==> src/common/idPkg.sv <==
`default_nettype none

package idPkg;

    localparam int wordW     = 32;
    localparam int regAddrW  = 5;
    localparam int opcodeW   = 6;
    localparam int functW    = 6;
    localparam int exOpW     = 5;
    localparam int jumpKindW = 3;

    typedef logic [wordW-1:0]     wordT;
    typedef logic [regAddrW-1:0]  regAddrT;
    typedef logic [opcodeW-1:0]   opcodeT;
    typedef logic [functW-1:0]    functT;
    typedef logic [exOpW-1:0]     exOpT;
    typedef logic [jumpKindW-1:0] jumpKindT;

    // primary opcode field, bits 31..26
    localparam opcodeT opSpecial = 6'd0;
    localparam opcodeT opRegimm  = 6'd1;   // only bltz is decoded here
    localparam opcodeT opJ       = 6'd2;
    localparam opcodeT opJal     = 6'd3;
    localparam opcodeT opBeq     = 6'd4;
    localparam opcodeT opBne     = 6'd5;
    localparam opcodeT opBgtz    = 6'd7;
    localparam opcodeT opAddi    = 6'd8;
    localparam opcodeT opAndi    = 6'd12;
    localparam opcodeT opOri     = 6'd13;
    localparam opcodeT opXori    = 6'd14;
    localparam opcodeT opLui     = 6'd15;
    localparam opcodeT opLw      = 6'd35;
    localparam opcodeT opSw      = 6'd43;

    // function field under opSpecial, bits 5..0
    localparam functT fnSll  = 6'd0;
    localparam functT fnSrl  = 6'd2;
    localparam functT fnSra  = 6'd3;
    localparam functT fnJr   = 6'd8;
    localparam functT fnJalr = 6'd9;
    localparam functT fnAdd  = 6'd32;
    localparam functT fnSub  = 6'd34;
    localparam functT fnAnd  = 6'd36;
    localparam functT fnOr   = 6'd37;
    localparam functT fnXor  = 6'd38;
    localparam functT fnSlt  = 6'd42;

    localparam exOpT exNop  = 5'd0;
    localparam exOpT exAdd  = 5'd1;
    localparam exOpT exSub  = 5'd2;
    localparam exOpT exAnd  = 5'd3;
    localparam exOpT exOr   = 5'd4;
    localparam exOpT exXor  = 5'd5;
    localparam exOpT exSlt  = 5'd6;
    localparam exOpT exSll  = 5'd7;
    localparam exOpT exSrl  = 5'd8;
    localparam exOpT exSra  = 5'd9;
    localparam exOpT exLui  = 5'd10;
    localparam exOpT exJ    = 5'd11;
    localparam exOpT exJal  = 5'd12;
    localparam exOpT exJr   = 5'd13;
    localparam exOpT exJalr = 5'd14;
    localparam exOpT exLw   = 5'd15;
    localparam exOpT exSw   = 5'd16;
    localparam exOpT exBeq  = 5'd17;
    localparam exOpT exBne  = 5'd18;
    localparam exOpT exBgtz = 5'd19;
    localparam exOpT exBltz = 5'd20;

    localparam jumpKindT jkNone   = 3'd0;
    localparam jumpKindT jkTarget = 3'd1;   // always taken, static target
    localparam jumpKindT jkReg    = 3'd2;   // always taken, register a value
    localparam jumpKindT jkEq     = 3'd3;
    localparam jumpKindT jkNe     = 3'd4;
    localparam jumpKindT jkGtz    = 3'd5;
    localparam jumpKindT jkLtz    = 3'd6;

    localparam regAddrT linkReg = 5'd31;

    typedef struct packed {
        logic    en;
        regAddrT addr;
    } regReadT;

    typedef struct packed {
        exOpT     exOp;
        logic     regaRead;
        logic     regbRead;
        logic     regcWrite;
        regAddrT  regaAddr;
        regAddrT  regbAddr;
        regAddrT  regcAddr;
        wordT     imm;
        jumpKindT jumpKind;
        wordT     target;
    } decodeT;

    typedef struct packed {
        logic jCe;
        wordT jAddr;
    } jumpT;

    typedef struct packed {
        exOpT    exOp;
        wordT    regaData;
        wordT    regbData;
        logic    regcWrite;
        regAddrT regcAddr;
    } exBundleT;

    localparam decodeT nopDecode = '{
        exOp:      exNop,
        regaRead:  1'b0,
        regbRead:  1'b0,
        regcWrite: 1'b0,
        regaAddr:  '0,
        regbAddr:  '0,
        regcAddr:  '0,
        imm:       '0,
        jumpKind:  jkNone,
        target:    '0
    };

    localparam exBundleT nopBundle = '{
        exOp:      exNop,
        regaData:  '0,
        regbData:  '0,
        regcWrite: 1'b0,
        regcAddr:  '0
    };

endpackage

`default_nettype wire

==> src/hw/decode/branchResolver.sv <==
`timescale 1ns/100ps
`default_nettype none

module branchResolver (
    input  idPkg::decodeT dec,
    input  idPkg::wordT   regaRdData,
    input  idPkg::wordT   regbRdData,
    output idPkg::jumpT   jump
);

    logic taken;
    logic regEq;
    logic regaPos;
    logic regaNeg;

    assign regEq   = (regaRdData == regbRdData);
    assign regaPos = $signed(regaRdData) > 32'sd0;   // bgtz and bltz treat the register as signed
    assign regaNeg = $signed(regaRdData) < 32'sd0;

    always_comb
    begin
        case (dec.jumpKind)
            idPkg::jkTarget: taken = 1'b1;
            idPkg::jkReg:    taken = 1'b1;
            idPkg::jkEq:     taken = regEq;
            idPkg::jkNe:     taken = !regEq;
            idPkg::jkGtz:    taken = regaPos;
            idPkg::jkLtz:    taken = regaNeg;
            default:         taken = 1'b0;
        endcase
    end

    assign jump.jCe   = taken;
    assign jump.jAddr = (dec.jumpKind == idPkg::jkReg) ? regaRdData : dec.target;

endmodule

`default_nettype wire

==> src/hw/decode/instDecoder.sv <==
`timescale 1ns/100ps
`default_nettype none

module instDecoder (
    input  logic           rstN,
    input  idPkg::wordT    inst,
    input  idPkg::wordT    pc,
    output idPkg::decodeT  dec,
    output idPkg::regReadT regaReq,
    output idPkg::regReadT regbReq
);

    idPkg::opcodeT  opcode;
    idPkg::functT   funct;
    idPkg::regAddrT rs;
    idPkg::regAddrT rt;
    idPkg::regAddrT rd;
    idPkg::wordT    npc;
    idPkg::wordT    zeroImm;
    idPkg::wordT    signImm;
    idPkg::wordT    shiftImm;
    idPkg::wordT    regionTarget;
    idPkg::wordT    branchTarget;
    idPkg::decodeT  raw;

    function automatic idPkg::exOpT specialOp(input idPkg::functT fn);
        case (fn)
            idPkg::fnAdd:  return idPkg::exAdd;
            idPkg::fnSub:  return idPkg::exSub;
            idPkg::fnAnd:  return idPkg::exAnd;
            idPkg::fnOr:   return idPkg::exOr;
            idPkg::fnXor:  return idPkg::exXor;
            idPkg::fnSlt:  return idPkg::exSlt;
            idPkg::fnSll:  return idPkg::exSll;
            idPkg::fnSrl:  return idPkg::exSrl;
            idPkg::fnSra:  return idPkg::exSra;
            idPkg::fnJr:   return idPkg::exJr;
            idPkg::fnJalr: return idPkg::exJalr;
            default:       return idPkg::exNop;
        endcase
    endfunction

    function automatic idPkg::exOpT immAluOp(input idPkg::opcodeT op);
        case (op)
            idPkg::opAddi: return idPkg::exAdd;
            idPkg::opAndi: return idPkg::exAnd;
            idPkg::opOri:  return idPkg::exOr;
            idPkg::opXori: return idPkg::exXor;
            default:       return idPkg::exNop;
        endcase
    endfunction

    assign opcode   = inst[31:26];
    assign funct    = inst[5:0];
    assign rs       = inst[25:21];
    assign rt       = inst[20:16];
    assign rd       = inst[15:11];
    assign npc      = pc + 32'd4;
    assign zeroImm  = {16'h0, inst[15:0]};
    assign signImm  = {{16{inst[15]}}, inst[15:0]};
    assign shiftImm = {27'h0, inst[10:6]};

    assign regionTarget = {npc[31:28], inst[25:0], 2'b00};
    assign branchTarget = npc + {signImm[29:0], 2'b00};   // word offset from the delay slot

    always_comb
    begin
        raw = idPkg::nopDecode;
        case (opcode)
            idPkg::opSpecial:
            begin
                raw.exOp = specialOp(funct);
                case (funct)
                    idPkg::fnAdd, idPkg::fnSub, idPkg::fnAnd, idPkg::fnOr, idPkg::fnXor,
                    idPkg::fnSlt:
                    begin
                        raw.regaRead  = 1'b1;
                        raw.regbRead  = 1'b1;
                        raw.regcWrite = 1'b1;
                        raw.regcAddr  = rd;
                    end
                    idPkg::fnSll, idPkg::fnSrl, idPkg::fnSra:
                    begin
                        raw.regbRead  = 1'b1;
                        raw.regcWrite = 1'b1;
                        raw.regcAddr  = rd;
                        raw.imm       = shiftImm;   // shift amount goes out as operand a
                    end
                    idPkg::fnJr:
                    begin
                        raw.regaRead = 1'b1;
                        raw.jumpKind = idPkg::jkReg;
                    end
                    idPkg::fnJalr:
                    begin
                        raw.regaRead  = 1'b1;
                        raw.regcWrite = 1'b1;
                        raw.regcAddr  = rd;
                        raw.imm       = npc;
                        raw.jumpKind  = idPkg::jkReg;
                    end
                    default: raw = idPkg::nopDecode;
                endcase
            end
            idPkg::opAddi, idPkg::opAndi, idPkg::opOri, idPkg::opXori:
            begin
                raw.exOp      = immAluOp(opcode);
                raw.regaRead  = 1'b1;
                raw.regcWrite = 1'b1;
                raw.regcAddr  = rt;
                raw.imm       = zeroImm;   // addi is zero-extended too
            end
            idPkg::opLui:
            begin
                raw.exOp      = idPkg::exLui;
                raw.regcWrite = 1'b1;
                raw.regcAddr  = rt;
                raw.imm       = {inst[15:0], 16'h0};
            end
            idPkg::opLw:
            begin
                raw.exOp      = idPkg::exLw;
                raw.regaRead  = 1'b1;
                raw.regcWrite = 1'b1;
                raw.regcAddr  = rt;
                raw.imm       = signImm;
            end
            idPkg::opSw:
            begin
                raw.exOp     = idPkg::exSw;
                raw.regaRead = 1'b1;
                raw.regbRead = 1'b1;   // store data
                raw.imm      = signImm;
            end
            idPkg::opJ:
            begin
                raw.exOp     = idPkg::exJ;
                raw.jumpKind = idPkg::jkTarget;
                raw.target   = regionTarget;
            end
            idPkg::opJal:
            begin
                raw.exOp      = idPkg::exJal;
                raw.regcWrite = 1'b1;
                raw.regcAddr  = idPkg::linkReg;
                raw.imm       = npc;
                raw.jumpKind  = idPkg::jkTarget;
                raw.target    = regionTarget;
            end
            idPkg::opBeq, idPkg::opBne:
            begin
                raw.exOp     = (opcode == idPkg::opBeq) ? idPkg::exBeq : idPkg::exBne;
                raw.regaRead = 1'b1;
                raw.regbRead = 1'b1;
                raw.jumpKind = (opcode == idPkg::opBeq) ? idPkg::jkEq : idPkg::jkNe;
                raw.target   = branchTarget;
            end
            idPkg::opBgtz, idPkg::opRegimm:
            begin
                raw.exOp     = (opcode == idPkg::opBgtz) ? idPkg::exBgtz : idPkg::exBltz;
                raw.regaRead = 1'b1;
                raw.jumpKind = (opcode == idPkg::opBgtz) ? idPkg::jkGtz : idPkg::jkLtz;
                raw.target   = branchTarget;
            end
            default: raw = idPkg::nopDecode;
        endcase
        raw.regaAddr = raw.regaRead ? rs : '0;
        raw.regbAddr = raw.regbRead ? rt : '0;
    end

    assign dec = rstN ? raw : idPkg::nopDecode;   // stage sits at nop while in reset

    assign regaReq = '{en: dec.regaRead, addr: dec.regaAddr};
    assign regbReq = '{en: dec.regbRead, addr: dec.regbAddr};

endmodule

`default_nettype wire

==> src/hw/idStage.sv <==
`timescale 1ns/100ps
`default_nettype none

module idStage (
    input  logic            clk,
    input  logic            rstN,
    input  idPkg::wordT     inst,
    input  idPkg::wordT     pc,
    input  idPkg::wordT     regaRdData,
    input  idPkg::wordT     regbRdData,
    output idPkg::regReadT  regaReq,
    output idPkg::regReadT  regbReq,
    output idPkg::jumpT     jump,
    output idPkg::exBundleT ex
);

    idPkg::decodeT dec;

    instDecoder decoder (
        .rstN    (rstN),
        .inst    (inst),
        .pc      (pc),
        .dec     (dec),
        .regaReq (regaReq),
        .regbReq (regbReq)
    );

    // register values come back from the register file in the same cycle
    branchResolver resolver (
        .dec        (dec),
        .regaRdData (regaRdData),
        .regbRdData (regbRdData),
        .jump       (jump)
    );

    operandStage operands (
        .clk        (clk),
        .rstN       (rstN),
        .dec        (dec),
        .regaRdData (regaRdData),
        .regbRdData (regbRdData),
        .ex         (ex)
    );

endmodule

`default_nettype wire

==> src/hw/operandStage.sv <==
`timescale 1ns/100ps
`default_nettype none

module operandStage (
    input  logic            clk,
    input  logic            rstN,
    input  idPkg::decodeT   dec,
    input  idPkg::wordT     regaRdData,
    input  idPkg::wordT     regbRdData,
    output idPkg::exBundleT ex
);

    logic            isMem;
    idPkg::wordT     regaOperand;
    idPkg::wordT     regbOperand;
    idPkg::exBundleT nextEx;

    assign isMem = (dec.exOp == idPkg::exLw) || (dec.exOp == idPkg::exSw);

    always_comb
    begin
        if (isMem)
            regaOperand = regaRdData + dec.imm;   // effective address is formed here, not in execute
        else if (dec.regaRead)
            regaOperand = regaRdData;
        else
            regaOperand = dec.imm;
    end

    assign regbOperand = dec.regbRead ? regbRdData : dec.imm;

    assign nextEx = '{
        exOp:      dec.exOp,
        regaData:  regaOperand,
        regbData:  regbOperand,
        regcWrite: dec.regcWrite,
        regcAddr:  dec.regcAddr
    };

    always_ff @(posedge clk)
    begin
        if (!rstN)
            ex <= idPkg::nopBundle;
        else
            ex <= nextEx;
    end

endmodule

`default_nettype wire

==> config.mk <==
export PLATFORM = sky130hd
export DESIGN_NAME = idStage
export DESIGN_NICKNAME = d
export VERILOG_FILES = /design/src/common/idPkg.sv /design/src/hw/decode/branchResolver.sv /design/src/hw/decode/instDecoder.sv /design/src/hw/idStage.sv /design/src/hw/operandStage.sv
export SDC_FILE = /design/constraint.sdc
export NUM_CORES = 1
export LEC_CHECK = 0
export BUFFER_PORTS_ARGS = -buffer_cell sky130_fd_sc_hd__buf_2
export CORE_MARGIN = 2
export CORE_UTILIZATION = 29
export CTS_CLUSTER_SIZE = 28
export DETAILED_ROUTE_END_ITERATION = 8
export MAX_ROUTING_LAYER = met4
export PLACE_DENSITY = 0.61
export SLEW_MARGIN = 20
export SYNTH_ARGS = -nofsm -noshare
export SYNTH_HDL_FRONTEND = slang
export SYNTH_SLANG_ARGS = --single-unit
==> constraint.sdc <==
create_clock -name clk -period 9.3 [get_ports clk]
set_input_delay 0.465 -clock clk [delete_from_list [all_inputs] [get_ports clk]]
set_output_delay 0.465 -clock clk [all_outputs]
set_load 0.02 [all_outputs]
==> run summary, run 1 <==
M1 WL: 16800 microns
Synth Net Count: 1340
Pre-CTS setup slack: 4.15 ns
Fin area: 10400 sq um
Global-route wire length before repair: 55000 microns
Largest Register: operands.ex
Setup Crit Path Kind: primary input to flop
Cells after Synth: 1147
Number of flip-flops in the largest register: 75
Cell Pwr Density: 98.1 nW/um^2
Final Hold Violating Endpoints: 0
#FFs+latches synth: 75
Initial antenna violation count: 3
Largest regs: operands.ex (75)
Full die area: 31100 sq um
CP max FO: 33
H-tree Lvls: 3
Drt wl/cell: 21.8 microns
CTS Hold Bufs: 0
Reg clk slew, reported paths: 0.07 ns
Fraction of registers with async set/reset: 0%
DRC: 0
Congestion Overflow GR: 0
Root Buffer: clkbuf_16
Worst path cell trace: buf_2 > nor3_4 > nand2b_2 > nor2_1 > a31o_2 > a222oi_1 > nor2_1 > ha_1 > nor2b_1 > o211ai_1 > a21oi_1 > o21ai_0 > nand3_1 > a41oi_1 > o21ai_0 > o31ai_1 > xor2_1 > a221oi_1
Critical Path Sink Type: flop
Largest net degree at the start of global routing: 45
Clock Path Buffers: 2
Final WL: 37800 microns
# rows: 63
Drt via density: 5.62
IO Port Bufs: 249
Fin worst setup slack: 4.37 ns
Min-delay worst type: primary input to flop
Synth area leaders: dfxtp_1 (17%), ha_1 (8.9%), xnor2_1 (7.9%), nor2_1 (5.5%), a21oi_1 (4.8%)
CP peak stage delay: 0.59 ns
Iteration-0 DRC Markers: 1015
Post-synth EDFFs: 0
Dpl hpwl: 30800 microns
Die Wd: 176 microns
RePlAce Congestion: 0.970
Core region area: 29500 sq um
Placed inst area: 10100 sq um
Synth warn: 0
DR WL met2: 16600 microns
Worst Setup SP: inst[30]
CTS Sinks: 75
CTS tree: built
Max layer used: met4
Final Core Density: 35.1%
Cts bufs inserted: 9
Io pins: 250
Setup-failing EPs final: 0
Die span in y: 176 microns
Yosys top cell area share: 17.4%
DR pass1 iterations: 5
Vias in the first global route: 8993
VDD IR-drop max: 0.0000598 V
Period utilization: 53.0%
Most used standard cell by instance count after synthesis: nor2_1
Synthesized area: 8620 sq um
Post-CTS Setup Inserts: 0
Min-delay src: regbRdData[26]
Leakage: 4.83 nW
Vias post-DR: 9780
Main synth FF type: dfxtp_1
Starting density of the core: 29.2%
Dominant cell type by area after synthesis: dfxtp_1
Min cycle time layout: 4.93 ns
Critical path arrival: 5.20 ns
Final ANT Viol Nets: 0
Worst slew margin: 23.4%
Max Slew Vio Count: 0
Sequential share of the synthesized area: 17.4%
Max Clock Freq: 203 MHz
Slowest CP cell: a31o_2
Fin nets: 1534
Total Negative Setup Slacks: 0 ns
RSZ-0062 raised after global routing: no
Fraction of layout cells with a size suffix above 1: 22.6%
Area Growth Syn to Fin: 20.1%
Worst Path Required: 9.57 ns
Tot GR Track Use: 24.2%
Critical Path Start Type: primary input
Mean Syn Cell Area: 7.51 sq um
Top post-synthesis cells by count: nor2_1 (126), nand2_1 (89), a21oi_1 (82)
Cts repair resizes: 0
Routed wire length on met3: 2800 microns
Count of cell types in the netlist: 85
Status: finished clean
# fillers: 3217
Max_cap viols: 0
Worst-margin pin slew: 1.15 ns
## cell families after synthesis
family,share of synthesized area [%]
flops,17.4
fa+ha+maj,9.32
buf+inv,5.45
xor+xnor,11.7
compound gates,28.2
simple gates,23.9
mux,4.08
## path summary, 6_finish.rpt
kind                                          to  slack (ns)  cells past startpoint
worst min-delay path  operands.ex[32]$_SDFF_PN0_        0.37                      3
worst max-delay path  operands.ex[64]$_SDFF_PN0_        4.37                     18
## placed cells by master (no fill, tap or decap), types with 23 or more instances in the layout
cell / instances
buf_2: 249
nor2_1: 125
nand2_1: 89
a21oi_1: 81
xnor2_1: 78
dfxtp_1: 75
o21ai_0: 67
ha_1: 61
a22oi_1: 41
and3_1: 38
mux2i_1: 34
xor2_1: 33
nand3_1: 32
a21o_1: 29
inv_1: 25
nand4_1: 23
## power breakdown
part	internal [mW]	total [mW]	switching (mW)	leakage, nW
clock	0.185	0.341	0.157	0.131
combinational	0.125	0.344	0.219	4.10
sequential	0.328	0.330	0.00218	0.607
## per-layer routing
| layer | vias up | GRT usage [%] |
|---|---|---|
| met2 | 501 | 36.1 |
| met4 | 0 | 11.2 |
| met1 | 4548 | 32.3 |
| li1 | 4649 | - |
| met3 | 82 | 3.21 |
| met5 | - | - |
## critical path, delay by kind of cell
kind,cells,cell delay (ns)
simple gates,6,1.58
xor+xnor,1,0.11
compound gates,9,2.51
buf+inv,1,0.21
fa+ha+maj,1,0.32
## metrics by stage
step           total power, mW  hold WS [ns]  cells
2_1_floorplan            0.545         0.606   1147
3_3_place_gp             0.673         0.735   1720
3_5_place_dp             0.673         0.741   1720
4_1_cts                   1.02         0.363   1736
5_1_grt                   1.06         0.396   1739
6_report                  1.02         0.372   1739
## layout make-up
type | count | area (sq um) | area share (%)
multi-input cells | 971 | 6660 | 64.4
flip-flops and latches | 75 | 1500 | 14.5
repair buffers | 257 | 1310 | 12.6
well taps | 390 | 488 | 4.71
clock buffers | 9 | 225 | 2.18
inverters | 27 | 101 | 0.979
clock inverters | 7 | 60.1 | 0.580
diodes | 3 | 7.51 | 0.0725
Note: power is estimated with default switching activity, not from simulation.
==> inputs of run 2 (changes only) <==
--- a/config.mk
+++ b/config.mk
@@ -11,7 +11,7 @@
 export CTS_CLUSTER_SIZE = 28
 export DETAILED_ROUTE_END_ITERATION = 8
 export MAX_ROUTING_LAYER = met4
-export PLACE_DENSITY = 0.61
+export PLACE_DENSITY = 0.63
 export SLEW_MARGIN = 20
 export SYNTH_ARGS = -nofsm -noshare
 export SYNTH_HDL_FRONTEND = slang
==> constraint.sdc (replaced) <==
create_clock -name clk -period 4.1 [get_ports clk]
set_input_delay 0.205 -clock clk [delete_from_list [all_inputs] [get_ports clk]]
set_output_delay 0.205 -clock clk [all_outputs]
set_load 0.02 [all_outputs]
==> run summary, run 2 (same netlist as run 1, synthesis figures left out) <==
Critical path endpoint: jump[31] (was operands.ex[64]$_SDFF_PN0_)
Worst Path Required: 3.89 ns (was 9.57 ns)
Cts bufs inserted: 9 (unchanged)
FF/Latch Area: 1500 sq um (unchanged)
RSZ-0062 raised after global routing: yes (was no)
Full die area: 31100 sq um (unchanged)
Vias post-DR: 10000 (was 9780)
Critical Path Sink Type: primary output (was flop)
Max Clock Freq: 257 MHz
Fin worst setup slack: 0.209 ns (was 4.37 ns)
Fin nets: 1616 (was 1534)
Largest Register: operands.ex (unchanged)
CTS Sinks: 75 (unchanged)
Final WL: 38900 microns (was 37800 microns)
Post-CTS Setup Inserts: 0 (unchanged)
DR pass1 iterations: 6 (was 5)
DP Cell Count: 1802 (was 1720)
Critical path arrival: 3.69 ns (was 5.20 ns)
Setup-failing EPs final: 0 (unchanged)
Die Wd: 176 microns (unchanged)
Area of the multi-input gates: 6750 sq um (was 6660 sq um)
Global-route wire length before repair: 57500 microns (was 55000 microns)
CP max FO: 8 (was 33)
Critical Path Start Type: primary input (unchanged)
Starting density of the core: 29.2% (unchanged)
Core region area: 29500 sq um (unchanged)
VDD IR-drop max: 0.000185 V (was 0.0000598 V)
Commonest non-fill, non-tap cell in the layout: buf_2 (unchanged)
WHS: 0.120 ns (was 0.372 ns)
CTS tree: built (unchanged)
Max Slew Vio Count: 0 (unchanged)
Non-Filler Instances: 1821 (was 1739)
Worst slew margin: 39.3% (was 23.4%)
Period utilization: 94.9%
Dpl hpwl: 32400 microns (was 30800 microns)
Min-delay worst type: primary input to flop (unchanged)
Die span in y: 176 microns (unchanged)
IO Port Bufs: 249 (unchanged)
# fillers: 3211 (was 3217)
Congestion Overflow GR: 0 (unchanged)
DRC: 0 (unchanged)
Min cycle time layout: 3.89 ns
Drt via density: 5.50 (was 5.62)
Io pins: 250 (unchanged)
RePlAce Congestion: 0.987 (was 0.970)
Final Hold Violating Endpoints: 0 (unchanged)
Iteration-0 DRC Markers: 989 (was 1015)
Leakage: 5.28 nW (was 4.83 nW)
Initial antenna violation count: 3 (unchanged)
Pre-CTS setup slack: -0.0447 ns (was 4.15 ns)
Largest regs: operands.ex (75) (unchanged)
Number of flip-flops in the largest register: 75 (unchanged)
Clock Path Buffers: 2 (unchanged)
Largest net degree at the start of global routing: 44 (was 45)
Drt wl/cell: 21.4 microns (was 21.8 microns)
Status: finished clean (unchanged)
Vias in the first global route: 9457 (was 8993)
Worst-margin pin slew: 0.907 ns (was 1.15 ns)
Tot GR Track Use: 25.1% (was 24.2%)
Max_cap viols: 0 (unchanged)
H-tree Lvls: 3 (unchanged)
Fraction of layout cells with a size suffix above 1: 27.7% (was 22.6%)
Cell Pwr Density: 211 nW/um^2 (was 98.1 nW/um^2)
Reg clk slew, reported paths: 0.07 ns (about the same)
# rows: 63 (unchanged)
Area Growth Syn to Fin: 28.4% (was 20.1%)
Worst Setup SP: pc[2] (was inst[30])
Commonest cells after routing, fill and taps aside: buf_2 (249), nor2_1 (125), nand2_1 (89), buf_4 (89), a21oi_1 (79) (was buf_2 (249), nor2_1 (125), nand2_1 (89))
Setup Crit Path Kind: primary input to primary output (was primary input to flop)
Root Buffer: clkbuf_16 (unchanged)
Final ANT Viol Nets: 0 (unchanged)
run 2: stage by stage:
step                TNS, ns  cell area (sq um)  power [mW]  utilization, %
floorplan                 0               8620        1.24               -
global placement          0              10700        1.57            36.2
detailed placement  -0.0714              10700        1.57            36.2
CTS                       0              11000        2.33            37.2
global route        -0.0704              11100        2.45            37.5
finish                    0              11100        2.34            37.5
run 2: how the worst min path moves through the flow:
stage          slack [ns]  cells past startpoint           start                         end
5_1_grt              0.14                      3  regbRdData[25]  operands.ex[31]$_SDFF_PN0_
4_1_cts              0.11                      3  regbRdData[25]  operands.ex[31]$_SDFF_PN0_
2_1_floorplan        0.35                      1   regbRdData[1]   operands.ex[7]$_SDFF_PN0_
3_5_place_dp         0.48                      3  regbRdData[25]  operands.ex[31]$_SDFF_PN0_
6_report             0.12                      3  regbRdData[25]  operands.ex[31]$_SDFF_PN0_
3_3_place_gp         0.48                      3  regbRdData[23]  operands.ex[29]$_SDFF_PN0_
run 2: critical path, stage by stage:
cell and delay, ns:
buf_2 0.12, ha_1 0.24, and4_1 0.26, and3_1 0.23, xor2_2 0.18, ha_2 0.43
a41oi_1 0.14, o21ai_1 0.12, a21oi_1 0.11, o21ai_0 0.15, o211ai_1 0.14, and3_1 0.23
or3_1 0.41, a41oi_2 0.24, mux2i_1 0.22, nand2_1 0.10, buf_2 0.17
run 2: what timing repair did:
| item | in CTS | in global routing |
|---|---|---|
| gates resized for setup | 0 | 16 |
| hold buffers | 0 | 0 |
| endpoints found under the setup margin | 0 | 11 |
run 2: area by class of cell:
type	instances	area share, %
inverter	27	0.916
tap	390	4.41
multi-input combinational	971	61.0
timing repair buffer	339	17.5
clock inverter	7	0.486
clock buffer	9	2.04
sequential	75	13.6
antenna	3	0.0678
run 2: metal layers:
| layer | share of wire (%) | vias up | GRT usage, % |
|---|---|---|---|
| li1 | - | 4804 | - |
| met1 | 44 | 4671 | 33.5 |
| met3 | 7.7 | 73 | 3.42 |
| met2 | 45 | 471 | 38.8 |
| met5 | 0 | - | - |
| met4 | 3.5 | 0 | 8.99 |
run 2: power breakdown:
group	total [mW]	internal [mW]	switching (mW)
Combinational	0.831	0.316	0.515
Sequential	0.749	0.744	0.00454
Clock	0.756	0.413	0.344
